[config.mk]
export PLATFORM = sky130hd
export DESIGN_NAME = bus_ctrl
export DESIGN_NICKNAME = d
export VERILOG_FILES = /design/src/soc_pkg.sv /design/src/bus_ctrl.sv
export SDC_FILE = /design/constraint.sdc
export NUM_CORES = 1
export LEC_CHECK = 0
export ABC_AREA = 1
export BUFFER_PORTS_ARGS = -buffer_cell sky130_fd_sc_hd__buf_2
export CAP_MARGIN = 40
export CORE_MARGIN = 8
export CORE_UTILIZATION = 47
export CTS_BUF_LIST = sky130_fd_sc_hd__clkbuf_4 sky130_fd_sc_hd__clkbuf_8
export DETAILED_ROUTE_END_ITERATION = 16
export PLACE_DENSITY = 0.95
export SYNTH_ARGS = -nofsm -noshare
export SYNTH_HDL_FRONTEND = slang
export SYNTH_SLANG_ARGS = --single-unit
[constraint.sdc]
create_clock -name cpu_clock -period 4.25 [get_ports cpu_clock]
set_clock_uncertainty 0.1 [all_clocks]
set_input_delay 0.6375 -clock cpu_clock [delete_from_list [all_inputs] [get_ports cpu_clock]]
set_output_delay 0.6375 -clock cpu_clock [all_outputs]
set_load 0.01 [all_outputs]
[src/boot_rom.hex]
// One byte per line in hex, boot ROM address 0x000 upward
a9
00
8d
00
80
a2
10
bd
00
80
9d
00
00
ca
d0
f7
a9
3f
8d
01
80
4c
15
00
ea
ea
58
60
00
ff
c3
5a

[src/soc_pkg.sv]
//////////////////////////////////////////////////////////////////////
// Address map, reset length, opcode and state enums, bus structs
//////////////////////////////////////////////////////////////////////
`default_nettype none

package soc_pkg;

	// Post-reset hold-off before the bus opens
	localparam int unsigned RESET_CYCLES = 256;
	localparam int unsigned RST_CNT_W = $clog2(RESET_CYCLES);
	localparam logic [RST_CNT_W-1:0] RST_CNT_MAX = RST_CNT_W'(RESET_CYCLES - 1);

	// Memory geometry
	localparam int unsigned ROM_AW = 12;
	localparam int unsigned RAM_AW = 12;
	localparam int unsigned FB_AW = 14;

	localparam string ROM_IMAGE = "/design/src/boot_rom.hex";

	// Access opcode seen on the request port
	typedef enum logic {
		op_read  = 1'b0,
		op_write = 1'b1
	} bus_op_e;

	// Controller states
	typedef enum logic [1:0] {
		st_idle    = 2'd0,
		st_access  = 2'd1,
		st_respond = 2'd2
	} ctrl_state_e;

	// Processor request, 25 bits
	typedef struct packed {
		bus_op_e     op;
		logic [15:0] addr;
		logic [7:0]  wdata;
	} bus_req_t;

	// Response, rdata is zero for writes
	typedef struct packed {
		logic [7:0] rdata;
	} bus_rsp_t;

	// Shared command to all three memories, 23 bits
	typedef struct packed {
		logic [FB_AW-1:0] addr;
		logic [7:0]       wdata;
		logic             we;
	} mem_cmd_t;

endpackage

`default_nettype wire

[src/bus_ctrl.sv]
//////////////////////////////////////////////////////////////////////
// Access FSM: decode, memory command, response register
//////////////////////////////////////////////////////////////////////
`timescale 1ns/10ps
`default_nettype none

module bus_ctrl (
	input  logic              cpu_clock,
	input  logic              rst,
	input  logic              bus_open,
	input  logic              req_valid,
	input  soc_pkg::bus_req_t req,
	output logic              req_ready,
	output logic              rsp_valid,
	output soc_pkg::bus_rsp_t rsp,
	input  logic              rsp_ready,
	output soc_pkg::mem_cmd_t cmd,
	output logic              ram_we,
	output logic              fb_we,
	input  logic [7:0]        rom_q,
	input  logic [7:0]        ram_q
);
	import soc_pkg::*;

	ctrl_state_e state;
	ctrl_state_e state_next;
	logic        upper_half;
	logic        req_fire;
	logic        rsp_fire;
	logic [7:0]  rd_sel;

	// Only one access in flight, so accept only when idle
	assign req_ready = (state == st_idle) && bus_open;
	assign req_fire = req_valid && req_ready;
	assign rsp_fire = rsp_valid && rsp_ready;

	// Write strobes last exactly the st_access cycle
	assign ram_we = (state == st_access) && cmd.we && upper_half;
	assign fb_we = (state == st_access) && cmd.we && !upper_half;

	// Read source by half, writes answer zero
	assign rd_sel = cmd.we ? 8'h00 : (upper_half ? ram_q : rom_q);

	always_comb begin
		state_next = state;
		case (state)
			st_idle: begin
				if (req_fire) begin
					state_next = st_access;
				end
			end
			st_access: begin
				state_next = st_respond;
			end
			st_respond: begin
				if (rsp_fire) begin
					state_next = st_idle;
				end
			end
			default: begin
				state_next = st_idle;
			end
		endcase
	end

	always_ff @(posedge cpu_clock) begin
		if (rst) begin
			state <= st_idle;
			rsp_valid <= 1'b0;
		end else begin
			state <= state_next;
			// First st_respond cycle loads the response
			if (rsp_fire) begin
				rsp_valid <= 1'b0;
			end else if (state == st_respond) begin
				rsp_valid <= 1'b1;
			end
		end
	end

	// Request capture and response data
	always_ff @(posedge cpu_clock) begin
		if (req_fire) begin
			cmd.addr <= req.addr[FB_AW-1:0];
			cmd.wdata <= req.wdata;
			cmd.we <= (req.op == op_write);
			upper_half <= req.addr[15];
		end
		if ((state == st_respond) && !rsp_valid) begin
			rsp.rdata <= rd_sel;
		end
	end

	a_rsp_hold: assert property (@(posedge cpu_clock) disable iff (rst)
		rsp_valid && !rsp_ready |=> rsp_valid && $stable(rsp));

	a_one_strobe: assert property (@(posedge cpu_clock) disable iff (rst)
		!(ram_we && fb_we));

endmodule

`default_nettype wire

==> metrics.yaml <==
run_status:
  status: "finished, final reports clean"
layout:
  drive_gt1_share_pct: 63.5
  multi_input_area_sq_um: 218
  syn_to_final_growth_pct: 39.6
  antennaDiodeCount: 0
  fillCellCount: 201
  regArea_sq_mm: 0.00102
  nNetsFinal: 212
routing:
  routed_wl_um: 3270
  via_per_inst: 4.71
  drc_errors: 0
  antenna_left: 0
  drtIter0Drc: 59
  wire_per_inst_um: 16.5
  vias: 933
  first_pass_iters: 4
pwr:
  p_int_uw: 523
  peakVddDrop_mv: 0.346
  p_leak_nw: 0.786
  pwr-share-comb_pct: 10.0
  clkPwrFrac_pct: 30.5
  power_frac_seq_pct: 59.5
  p_switching_uw: 151
  powerDensity_mw_per_mm2: 374
  p_sw_share_pct: 22.5
  p_total_uw: 674
cts:
  ctsHoldBuffers: 0
  clk_path_buf_depth: 2
  clk_latency_ns: 0.33
  cts_made_buffers: 5
  cts_root_buf: "clkbuf_4"
  cts_tree: "built"
  clkSinkCount: 35
  cts.clk_slew.worst_paths_ns: 0.10
  post-cts-setup-buffer-count: 0
  cts_htree_levels: 2
  ctsResizeCount: 0
critical_path:
  crit_fanout: 10
  critPathArrivalTime_ns: 1.35
  worstPathRequired_ns: 3.51
  r2r-end: "rsp[2]"
  start_kind: "register"
  r2r_start: "state[0]"
  endpoint_kind: "output port"
  worst_r2r_path_depth: 3
  critPathKind: "reg -> out"
  r2r_slack_ns: 2.79
timing:
  setup_violations: 0
  rsz0062_at_grt: "no"
  fmax_ghz: 0.479
  relSlewSlack_pct: 56.0
  final_max_slew_viol_count: 0
  hold_viol: 0
  fin_tns_setup_ns: 0
  period_minus_slack_ns: 2.09
  tightest_slew_ns: 0.658
  fin_crit_sh_pct: 49.1
global_routing:
  antenna_found_initial: 0
  grt_use_total_pct: 13.9
  globalRouteOverflowTotal: 0
  grt_max_degree: 25
  grt_first_pass_wirelength_um: 4660
  grt_pass1_vias: 991
placed_design:
  gp_congestion: 0.883
  io_buffer_count: 79
  hpwl_um: 2670
floorplanning:
  io_pins: 81
  start_util_pct: 48.1
  fp-row-count: 19
  die_w_um: 68.4
  die_area_sq_mm: 0.00468
  die_height_um: 68.4
  core_sq_mm: 0.00269
synthesis:
  ys_types: 14
  synth_cells: 81
  ys_warn_count: 0
  synth_seq_area_share_pct: 79.1
  syn_avg_cell_area_sq_um: 15.9
  ys_seq_elements: 35
  synth_area_sq_mm: 0.00129
  syn-num-nets: 127
job:
  drv_cap: 0
min_path:
  worstHoldEndpoint: "cmd[8]"
  hold_depth: 1
  min_from: "req[7]"
  worstHoldPathType: "in -> reg"
synth_stat cells:
cell	number	area share, %
nand3_2	1	0.78
dfxtp_1	3	4.7
nor3b_1	1	0.58
nor2_1	5	1.5
nand2_1	11	3.2
edfxtp_1	32	74
inv_8	1	0.87
buf_6	2	1.7
a21oi_2	8	5.4
a21oi_1	1	0.39
inv_1	5	1.5
nand2_2	8	3.9
o21ai_0	1	0.39
nand3_1	2	0.78
cell type report:
cell class | count | area share (%)
flip-flops and latches | 35 | 56.6
repair buffers | 80 | 23.5
multi-input cells | 38 | 12.1
clock buffers | 7 | 3.61
well taps | 31 | 2.15
inverters | 6 | 1.67
clock inverters | 1 | 0.416
cells in the final DEF (no fill, tap or decap), drive strengths merged:
master and count:
clkbuf 7, edfxtp 32, buf 80, clkinvlp 1
nor3b 1, nor2 5, dfxtp 3, nand3 3
a21oi 9, nand2 19, inv 6, o21ai 1
worst max-delay path, stage by stage (launching register included):
cell and delay, ns:
edfxtp_1 0.66, nand3_2 0.13, nor2_1 0.09, buf_2 0.14
per-layer routing:
metal	vias up	track usage (%)	part of all wire [%]
met5	-	0	0
met4	0	8.44	2.8
met3	10	6.38	8.2
met2	39	24.5	58
met1	430	12.7	31
li1	454	-	-
logic make-up after synthesis:
group           after synthesis  share of synthesized area (%)
compound gates               10                           6.20
flops                        35                           79.1
buf+inv                       8                           4.07
simple gates                 28                           10.7
power groups by stage:
stage	sequential, mW	clock (mW)	combinational, mW
4_1_cts	0.401	0.212	0.0652
3_3_place_gp	0.408	0	0.0619
6_report	0.401	0.205	0.0676
2_1_floorplan	0.413	0	0.0233
3_5_place_dp	0.409	0	0.0651
5_1_grt	0.403	0.226	0.0742
through the flow:
stage / area, sq um / setup slack, ns / std cells / hold slack [ns] / utilization, %
after global routing: 1800 / 2.02 / 198 / 0.342 / 67.1
after floorplan: 1290 / 2.56 / 81 / 0.394 / -
after CTS: 1780 / 2.15 / 197 / 0.352 / 66.1
after detailed placement: 1700 / 2.28 / 189 / 0.393 / 63.4
after global placement: 1700 / 2.35 / 189 / 0.360 / 63.4
final: 1800 / 2.16 / 198 / 0.368 / 67.1
sequential cells by signal, summed over array words and instances (netlist names):
signal and cells:
rsp 8, upper_half 1, cmd 23, state 2, rsp_valid 1
worst max-delay path by stage:
| stage | to | start | slack [ns] |
|---|---|---|---|
| global placement | cmd[18] | bus_open | 2.35 |
| floorplan | cmd[0] | req_valid | 2.56 |
| CTS | fb_we | cmd[0] | 2.15 |
| global route | ram_we | cmd[0] | 2.02 |
| finish | fb_we | cmd[0] | 2.16 |
| detailed placement | cmd[4] | bus_open | 2.28 |
Power figures use the tool's default switching activity.
