===== src/boot_rom.hex =====
// One byte per line in hex, boot ROM address 0x000 upward
a9
00
8d
00
80
a2
10
bd
00
80
9d
00
00
ca
d0
f7
a9
3f
8d
01
80
4c
15
00
ea
ea
58
60
00
ff
c3
5a


===== src/soc_pkg.sv =====
//////////////////////////////////////////////////////////////////////
// Address map, reset length, opcode and state enums, bus structs
//////////////////////////////////////////////////////////////////////
`default_nettype none

package soc_pkg;

	// Post-reset hold-off before the bus opens
	localparam int unsigned RESET_CYCLES = 256;
	localparam int unsigned RST_CNT_W = $clog2(RESET_CYCLES);
	localparam logic [RST_CNT_W-1:0] RST_CNT_MAX = RST_CNT_W'(RESET_CYCLES - 1);

	// Memory geometry
	localparam int unsigned ROM_AW = 12;
	localparam int unsigned RAM_AW = 12;
	localparam int unsigned FB_AW = 14;

	localparam string ROM_IMAGE = "/design/src/boot_rom.hex";

	// Access opcode seen on the request port
	typedef enum logic {
		op_read  = 1'b0,
		op_write = 1'b1
	} bus_op_e;

	// Controller states
	typedef enum logic [1:0] {
		st_idle    = 2'd0,
		st_access  = 2'd1,
		st_respond = 2'd2
	} ctrl_state_e;

	// Processor request, 25 bits
	typedef struct packed {
		bus_op_e     op;
		logic [15:0] addr;
		logic [7:0]  wdata;
	} bus_req_t;

	// Response, rdata is zero for writes
	typedef struct packed {
		logic [7:0] rdata;
	} bus_rsp_t;

	// Shared command to all three memories, 23 bits
	typedef struct packed {
		logic [FB_AW-1:0] addr;
		logic [7:0]       wdata;
		logic             we;
	} mem_cmd_t;

endpackage

`default_nettype wire


===== src/reset_timer.sv =====
//////////////////////////////////////////////////////////////////////
// Post-reset hold-off counter that opens the bus
//////////////////////////////////////////////////////////////////////
`timescale 1ns/10ps
`default_nettype none

module reset_timer (
	input  logic cpu_clock,
	input  logic rst,
	output logic bus_open
);
	import soc_pkg::*;

	logic [RST_CNT_W-1:0] cnt;

	// Saturating count, stops at the limit
	always_ff @(posedge cpu_clock) begin
		if (rst) begin
			cnt <= '0;
		end else if (cnt != RST_CNT_MAX) begin
			cnt <= cnt + 1'b1;
		end
	end

	// One extra register stage so the bus opens on the full count
	always_ff @(posedge cpu_clock) begin
		if (rst) begin
			bus_open <= 1'b0;
		end else begin
			bus_open <= (cnt == RST_CNT_MAX);
		end
	end

	// Once saturated the count holds until the next reset
	a_cnt_sat: assert property (@(posedge cpu_clock) disable iff (rst)
		cnt == RST_CNT_MAX |=> cnt == RST_CNT_MAX);

	// Bus never opens before the limit was reached
	a_open_late: assert property (@(posedge cpu_clock) disable iff (rst)
		bus_open |-> cnt == RST_CNT_MAX);

endmodule

`default_nettype wire


===== config.mk =====
export PLATFORM = sky130hd
export DESIGN_NAME = reset_timer
export DESIGN_NICKNAME = d
export VERILOG_FILES = /design/src/soc_pkg.sv /design/src/reset_timer.sv
export SDC_FILE = /design/constraint.sdc
export NUM_CORES = 1
export LEC_CHECK = 0
export BUFFER_PORTS_ARGS = -buffer_cell sky130_fd_sc_hd__buf_2
export CORE_ASPECT_RATIO = 1.25
export CORE_MARGIN = 2
export CORE_UTILIZATION = 24
export DETAILED_ROUTE_END_ITERATION = 7
export PLACE_DENSITY_LB_ADDON = 0.12
export SETUP_SLACK_MARGIN = 0.05
export SLEW_MARGIN = 0
export SYNTH_ARGS = -nofsm -noshare
export SYNTH_HDL_FRONTEND = slang
export SYNTH_SLANG_ARGS = --single-unit

===== constraint.sdc =====
create_clock -name cpu_clock -period 3.8 [get_ports cpu_clock]
set_input_delay 0.76 -clock cpu_clock [delete_from_list [all_inputs] [get_ports cpu_clock]]
set_output_delay 0.76 -clock cpu_clock [all_outputs]
set_load 0.02 [all_outputs]

==> results of run 1 <==
[kinds of logic after synthesis]
group,share of synthesized area
buffers and inverters,0.0477
adder cells (fa/ha/maj),0.0298
flip-flops,0.430
AND/OR/NAND/NOR,0.260
multiplexers,0.0358
AO/OA/AOI/OAI,0.197
[layer usage]
metal  up-vias  wire [um]  global-route usage
met3         2         30              0.0265
met5         -          0                   0
met2         8        400               0.151
met1       152        339               0.122
met4         0         20              0.0806
li1        171          -                   -
[final timing paths]
path	startpoint	to	slack [ns]	cells after the start
hold reg to reg	cnt[1]	cnt[1]	0.49	2
setup / recovery	cnt[0]	cnt[0]	2.31	4
setup reg to reg	cnt[0]	cnt[0]	2.31	4
hold / removal	cnt[1]	cnt[1]	0.49	2
[layout make-up]
cell class,count,area [um^2]
Sequential cell,9,180
Fill cell,190,1140
Clock buffer,4,26.3
Tap cell,18,22.5
Timing Repair Buffer,2,10.0
Multi-Input combinational cell,31,219
[layout by cell type, fill, tap and decap left out, drive strengths merged]
cell and count:
dfxtp 9, a31oi 4, clkbuf 4, nor2 3, a21oi 3, and3 3, nand3 2, nor3 2
nor2b 2, a311oi 2, buf 2, and4 2, nand2 2, a211oi 1, o21bai 1, a21bo 1
mux2 1, and4b 1, ha 1
[power breakdown]
group          internal, W  switching, W    total, W
combinational   0.00000547    0.00000408  0.00000955
sequential       0.0000970    0.00000242   0.0000994
clock            0.0000406     0.0000349   0.0000755
total             0.000143     0.0000414    0.000184
[stage by stage]
stage                     std cells  utilization
after floorplan                  43            -
after detailed placement         60        0.270
after global routing             64        0.286
after global placement           60        0.270
after CTS                        64        0.286
final                            64        0.286
[cell usage after synthesis]
library cell and count:
nand2_1 1, nor3_1 2, a31oi_1 4, a21oi_1 3, and4_1 1, ha_1 1, nor2_1 3, buf_2 1
a211oi_1 1, nand3_1 2, a311oi_1 2, and4b_1 1, buf_1 1, buf_6 1, mux2_4 1, and4_2 1
dfxtp_1 9, nand2_4 1, o21bai_1 1, and3_2 2, nor2b_1 2, and3_1 1, a21bo_2 1
[flip-flops by register name (all words and copies together), names as in the netlist]
| register | cells |
|---|---|
| cnt | 8 |
| bus_open | 1 |
[worst max-delay path, cell delays in order, from the launching register on]
cell	delay, ns
dfxtp_1	0.37
ha_1	0.24
and4_1	0.37
nand2_4	0.10
mux2_4	0.30
==> reports/metrics.yaml, run 1 <==
logic_synthesis:
  syn_nets: 46
  yosysTopAreaCellShare: 0.430
  yosys-top-cells-area: "dfxtp_1 43%, a31oi_1 6.0%, a311oi_1 4.2%"
  yosysWarnings: 0
  synth_area_leader_cell: "dfxtp_1"
  synth_seq_area_share: 0.430
  avgSynthCellArea_um2: 9.75
  synth_cell_types: 23
  postSynthCellCount: 43
  ys_ff_latch: 9
  netlist_area_um2: 419
clocking:
  numCtsBuffers: 3
  h-tree-depth: 1
  clockBufferDepth: 2
  clock_sinks: 9
  cts_tree: "built"
  post_cts_resized: 0
  hold_buffers: 0
  clkLatencyLatePin_ns: 0.26
  clockRootBuffer: "clkbuf_4"
  post_cts_buffers: 0
  path_clk_slew_ns: 0.06
drt:
  num_vias: 333
  drc: 0
  drt_iter0_markers: 13
  drtAntennaViolNets: 0
  wl_per_cell_um: 12.3
  routed_via_density: 5.20
  dr.pass1.iters: 4
  drt_wl_total_um: 790
sta:
  max_freq_mhz: 671
  setup_tns_ns: 0
  rsz0062_at_grt: "false"
  hold_slack_ns: 0.490
  fin_crit_sh: 0.392
  finalHoldViolCount: 0
  finClkSkew_ns: 0.00112
  final.min_clock_period_ns: 1.49
  setup_viol: 0
  setup_ws_ns: 2.31
  slew_headroom: 0.830
  tightest_slew_ns: 0.254
  slew_viol_final: 0
floorplan:
  die_area_um2: 2100
  rows: 16
  die-height_um: 50.7
  initial_core_util: 0.262
  io_pins: 3
  die_x_um: 41.4
  coreArea_um2: 1600
global_route:
  track_usage: 0.104
  grt_max_degree: 11
  grt_pass1_wl_um: 1440
  antenna_found_initial: 0
  overflow: 0
  first_global_vias: 318
placed_design:
  routabilityCongestion: 0.773
  dpl_cell_area_um2: 432
  hpwlAfterDp_um: 577
  port_buffers: 2
  post-place-ws_ns: 2.32
power_and_ir_drop:
  finalPower_w: 0.000184
  p_leak_nw: 0.197
  irDropWorstVdd_mv: 0.156
  power_density_nw_per_um2: 403
critical_path:
  crit_required_ns: 3.95
  cp-start-kind: "register"
  critPathMaxFanout: 6
  cp.arrival_ns: 1.64
  crit_type: "reg -> reg"
  setup.worst_path.end_class: "register"
cells_and_area:
  finalNetCount: 50
  areaGrowthSynthToFinish_pct: 9.25
  fin_area_um2: 458
  drive_above_1_share: 0.239
  n_antenna_cell: 0
status:
  status: "finished clean"
min_path:
  hold_path.class: "reg -> reg"
flow_run:
  drv_cap: 0
(Power assumes the default switching activity.)
==> inputs of run 2 (changes only) <==
ABC_AREA = 1   (was unset)
clock period = 1.3 ns   (was 3.8 ns; I/O delays follow)
==> run 2 against run 1 <==
  * Sequential power grew to 2.9 times the previous value
  * Non-clock buffer count is 1 higher
  * Highest routed layer unchanged
  * Synthesized cell count is 42% higher
==> reports/metrics.yaml, run 2 <==
placed_design:
  placed_cells: 83  # +38%
  port_buffers: 2  # unchanged
  hpwlAfterDp_um: 665  # +15%
  post-place-ws_ns: 0.135  # -2.19 ns
  routabilityCongestion: 0.764  # -1.2%
clocking:
  clockRootBuffer: "clkbuf_4"
  clkLatencyLatePin_ns: 0.26  # about the same
  post_cts_buffers: 0  # unchanged
  path_clk_slew_ns: 0.06  # about the same
  clockBufferDepth: 2  # unchanged
  post_cts_resized: 0  # unchanged
  numCtsBuffers: 3  # unchanged
  hold_buffers: 0  # unchanged
  h-tree-depth: 1  # unchanged
  clock_sinks: 9  # unchanged
  cts_tree: "built"
logic_synthesis:
  avgSynthCellArea_um2: 7.12  # -27%
  yosysWarnings: 0  # unchanged
  synth_ff_type: "dfxtp_1"
  synth_commonest_cells: "14 x nand2_1, 11 x nor2_1, 9 x dfxtp_1, 5 x inv_1"
  synthMuxAreaShare: 0  # -0.0358
  ys_ff_latch: 9  # unchanged
  synthSimpleGateAreaFrac: 0.380  # +0.121
  synth_edf_count: 0  # unchanged
  synth_seq_area_share: 0.415  # -0.0149
  yosysTopAreaCellShare: 0.415  # -0.0149
  yosysMostFrequentCell: "nand2_1"
  synth_top_family_by_area: "simple AND/OR/NAND/NOR gates"
  yosys-top-cells-area: "dfxtp_1 41%, nand2_1 12%, nor2_1 9.5%"
  synth_compound_area_frac: 0.0865  # -0.111
  synth_area_leader_cell: "dfxtp_1"
  postSynthCellCount: 61  # +42%
  async_reset_ff_frac: 0  # unchanged
  synth_cell_types: 18  # -22%
  syn_nets: 64  # +39%
  synthAdderAreaFrac: 0.0288  # -0.00103
  synth_xor_area_frac: 0.0202  # +0.0202
  netlist_area_um2: 434  # +3.6%
floorplan:
  die_area_um2: 2170  # +3.3%
  rows: 17  # +1
  die-height_um: 51.6  # +1.6%
  io_pins: 3  # unchanged
  initial_core_util: 0.249  # -0.0128
  die_x_um: 42.0  # +1.6%
  coreArea_um2: 1740  # +8.9%
global_route:
  grt_max_degree: 11  # unchanged
  grt_pass1_wl_um: 1370  # -4.8%
  overflow: 0  # unchanged
  track_usage: 0.0887  # -0.0153
  first_global_vias: 345  # +8.5%
  antenna_found_initial: 0  # unchanged
critical_path:
  crit_required_ns: 1.45  # -2.50 ns
  cp-start-kind: "register"
  regToRegSetupSlack_ns: 0.13  # -2.18 ns
  cp.arrival_ns: 1.32  # -0.32 ns
  critPathMaxFanout: 10  # +4
  r2r-start: "cnt[0]"
  crit_type: "reg -> reg"
  reg2reg_depth: 6  # +2
  setup.worst_path.end_class: "register"
  r2r-end: "cnt[5]"
min_path:
  worstHoldStart: "rst"
  whs_path_depth: 2  # unchanged
  hold_path.class: "in -> reg"
  min_to: "cnt[3]"
drt:
  drt_wl_total_um: 835  # +5.7%
  dr_wl_met3_um: 14  # -53%
  top_layer: "met4"
  wl_met1_um: 357  # +5.3%
  routed_via_density: 4.30  # -17%
  drt_iter0_markers: 2  # -11
  num_vias: 374  # +12%
  drc: 0  # unchanged
  wl_per_cell_um: 9.60  # -22%
  dr.pass1.iters: 3  # -1
  drtAntennaViolNets: 0  # unchanged
  wl_met2_um: 450  # +13%
power_and_ir_drop:
  internal-power_w: 0.000416  # +190%
  combPwrFrac: 0.055  # +0.003
  seqPwrFrac: 0.544  # +0.005
  switching_share: 0.227  # +0.00268
  power_density_nw_per_um2: 1070  # +170%
  power.switching_w: 0.000122  # +200%
  irDropWorstVdd_mv: 0.447  # +190%
  power_frac_clock: 0.401  # -0.008
  p_leak_nw: 0.198  # +0.37%
sta:
  slew_viol_final: 0  # unchanged
  max_freq_mhz: 854  # +27%
  rsz0062_at_grt: "false"
  setup_tns_ns: 0  # unchanged
  setup_viol: 0  # unchanged
  slew_headroom: 0.869  # +0.0386
  tightest_slew_ns: 0.196  # -0.0581 ns
  fin_crit_sh: 0.901  # +0.509
  finalHoldViolCount: 0  # unchanged
  setup_ws_ns: 0.129  # -2.18 ns
  finClkSkew_ns: 0.00287  # +0.00175 ns
  final.min_clock_period_ns: 1.17  # -0.318 ns
cells_and_area:
  multiInputGateArea_um2: 226  # +3.4%
  fillerInstances: 190  # unchanged
  areaGrowthSynthToFinish_pct: 16.1
  top_register: "cnt"
  top_regs: "cnt (8), bus_open (1)"
  stdcell_count: 87  # +36%
  drive_above_1_share: 0.206  # -0.0332
  n_antenna_cell: 0  # unchanged
  final_common_cell: "nand2_1"
  utilization: 0.289  # +0.00316
  largest_reg_flops: 8  # unchanged
  regArea_um2: 180  # unchanged
  finalNetCount: 72  # +44%
  final_cell_mix: "14 x nand2_1, 11 x nor2_1, 9 x dfxtp_1"
status:
  status: "finished clean"
flow_run:
  drv_cap: 0  # unchanged
## run 2: metrics by stage
stage / instance area [um^2] / hold slack [ns] / power [W]
2_1_floorplan: 434 / 0.329 / 0.000317
3_3_place_gp: 475 / 0.516 / 0.000329
3_5_place_dp: 475 / 0.499 / 0.000328
4_1_cts: 502 / 0.240 / 0.000552
5_1_grt: 504 / 0.244 / 0.000578
6_report: 504 / 0.248 / 0.000538
## run 2: cell type report
type                       count  share of cell area
inverter                       8              0.0596
timing repair buffer           3              0.0347
multi-input combinational     44               0.449
sequential                     9               0.357
clock buffer                   4              0.0521
tap                           19              0.0471
## run 2: how the worst max path moves through the flow
stage	startpoint	depth (start not counted)	to
finish	cnt[0]	6	cnt[5]
global placement	cnt[0]	6	cnt[5]
detailed placement	cnt[0]	6	cnt[5]
global route	cnt[0]	6	cnt[5]
floorplan	cnt[0]	6	cnt[5]
CTS	cnt[0]	6	cnt[5]
## run 2: worst max-delay path, stage by stage (launching register included)
cell     delay, ns
dfxtp_1       0.38
ha_2          0.21
nand3_2       0.09
inv_2         0.09
nand2_4       0.09
a21oi_1       0.15
nor2_1        0.06
## run 2: power groups by stage
stage	Clock (W)	Combinational, W	Sequential (W)
2_1_floorplan	0	0.0000200	0.000297
3_3_place_gp	0	0.0000302	0.000299
3_5_place_dp	0	0.0000292	0.000299
4_1_cts	0.000229	0.0000296	0.000293
5_1_grt	0.000250	0.0000343	0.000293
6_report	0.000216	0.0000296	0.000293
## run 2: logic make-up after synthesis
logic type | Yosys count
and+or+nand+nor | 35
DFF | 9
buffers and inverters | 8
xor gates and xnor gates | 1
adders and majority gates | 1
AOI/OAI and AO/OA | 7
## run 2: metal layers
metal,global-route usage,vias up
li1,-,207
met1,0.0860,164
met2,0.156,1
met3,0.0208,2
met4,0.0781,0
met5,0,-
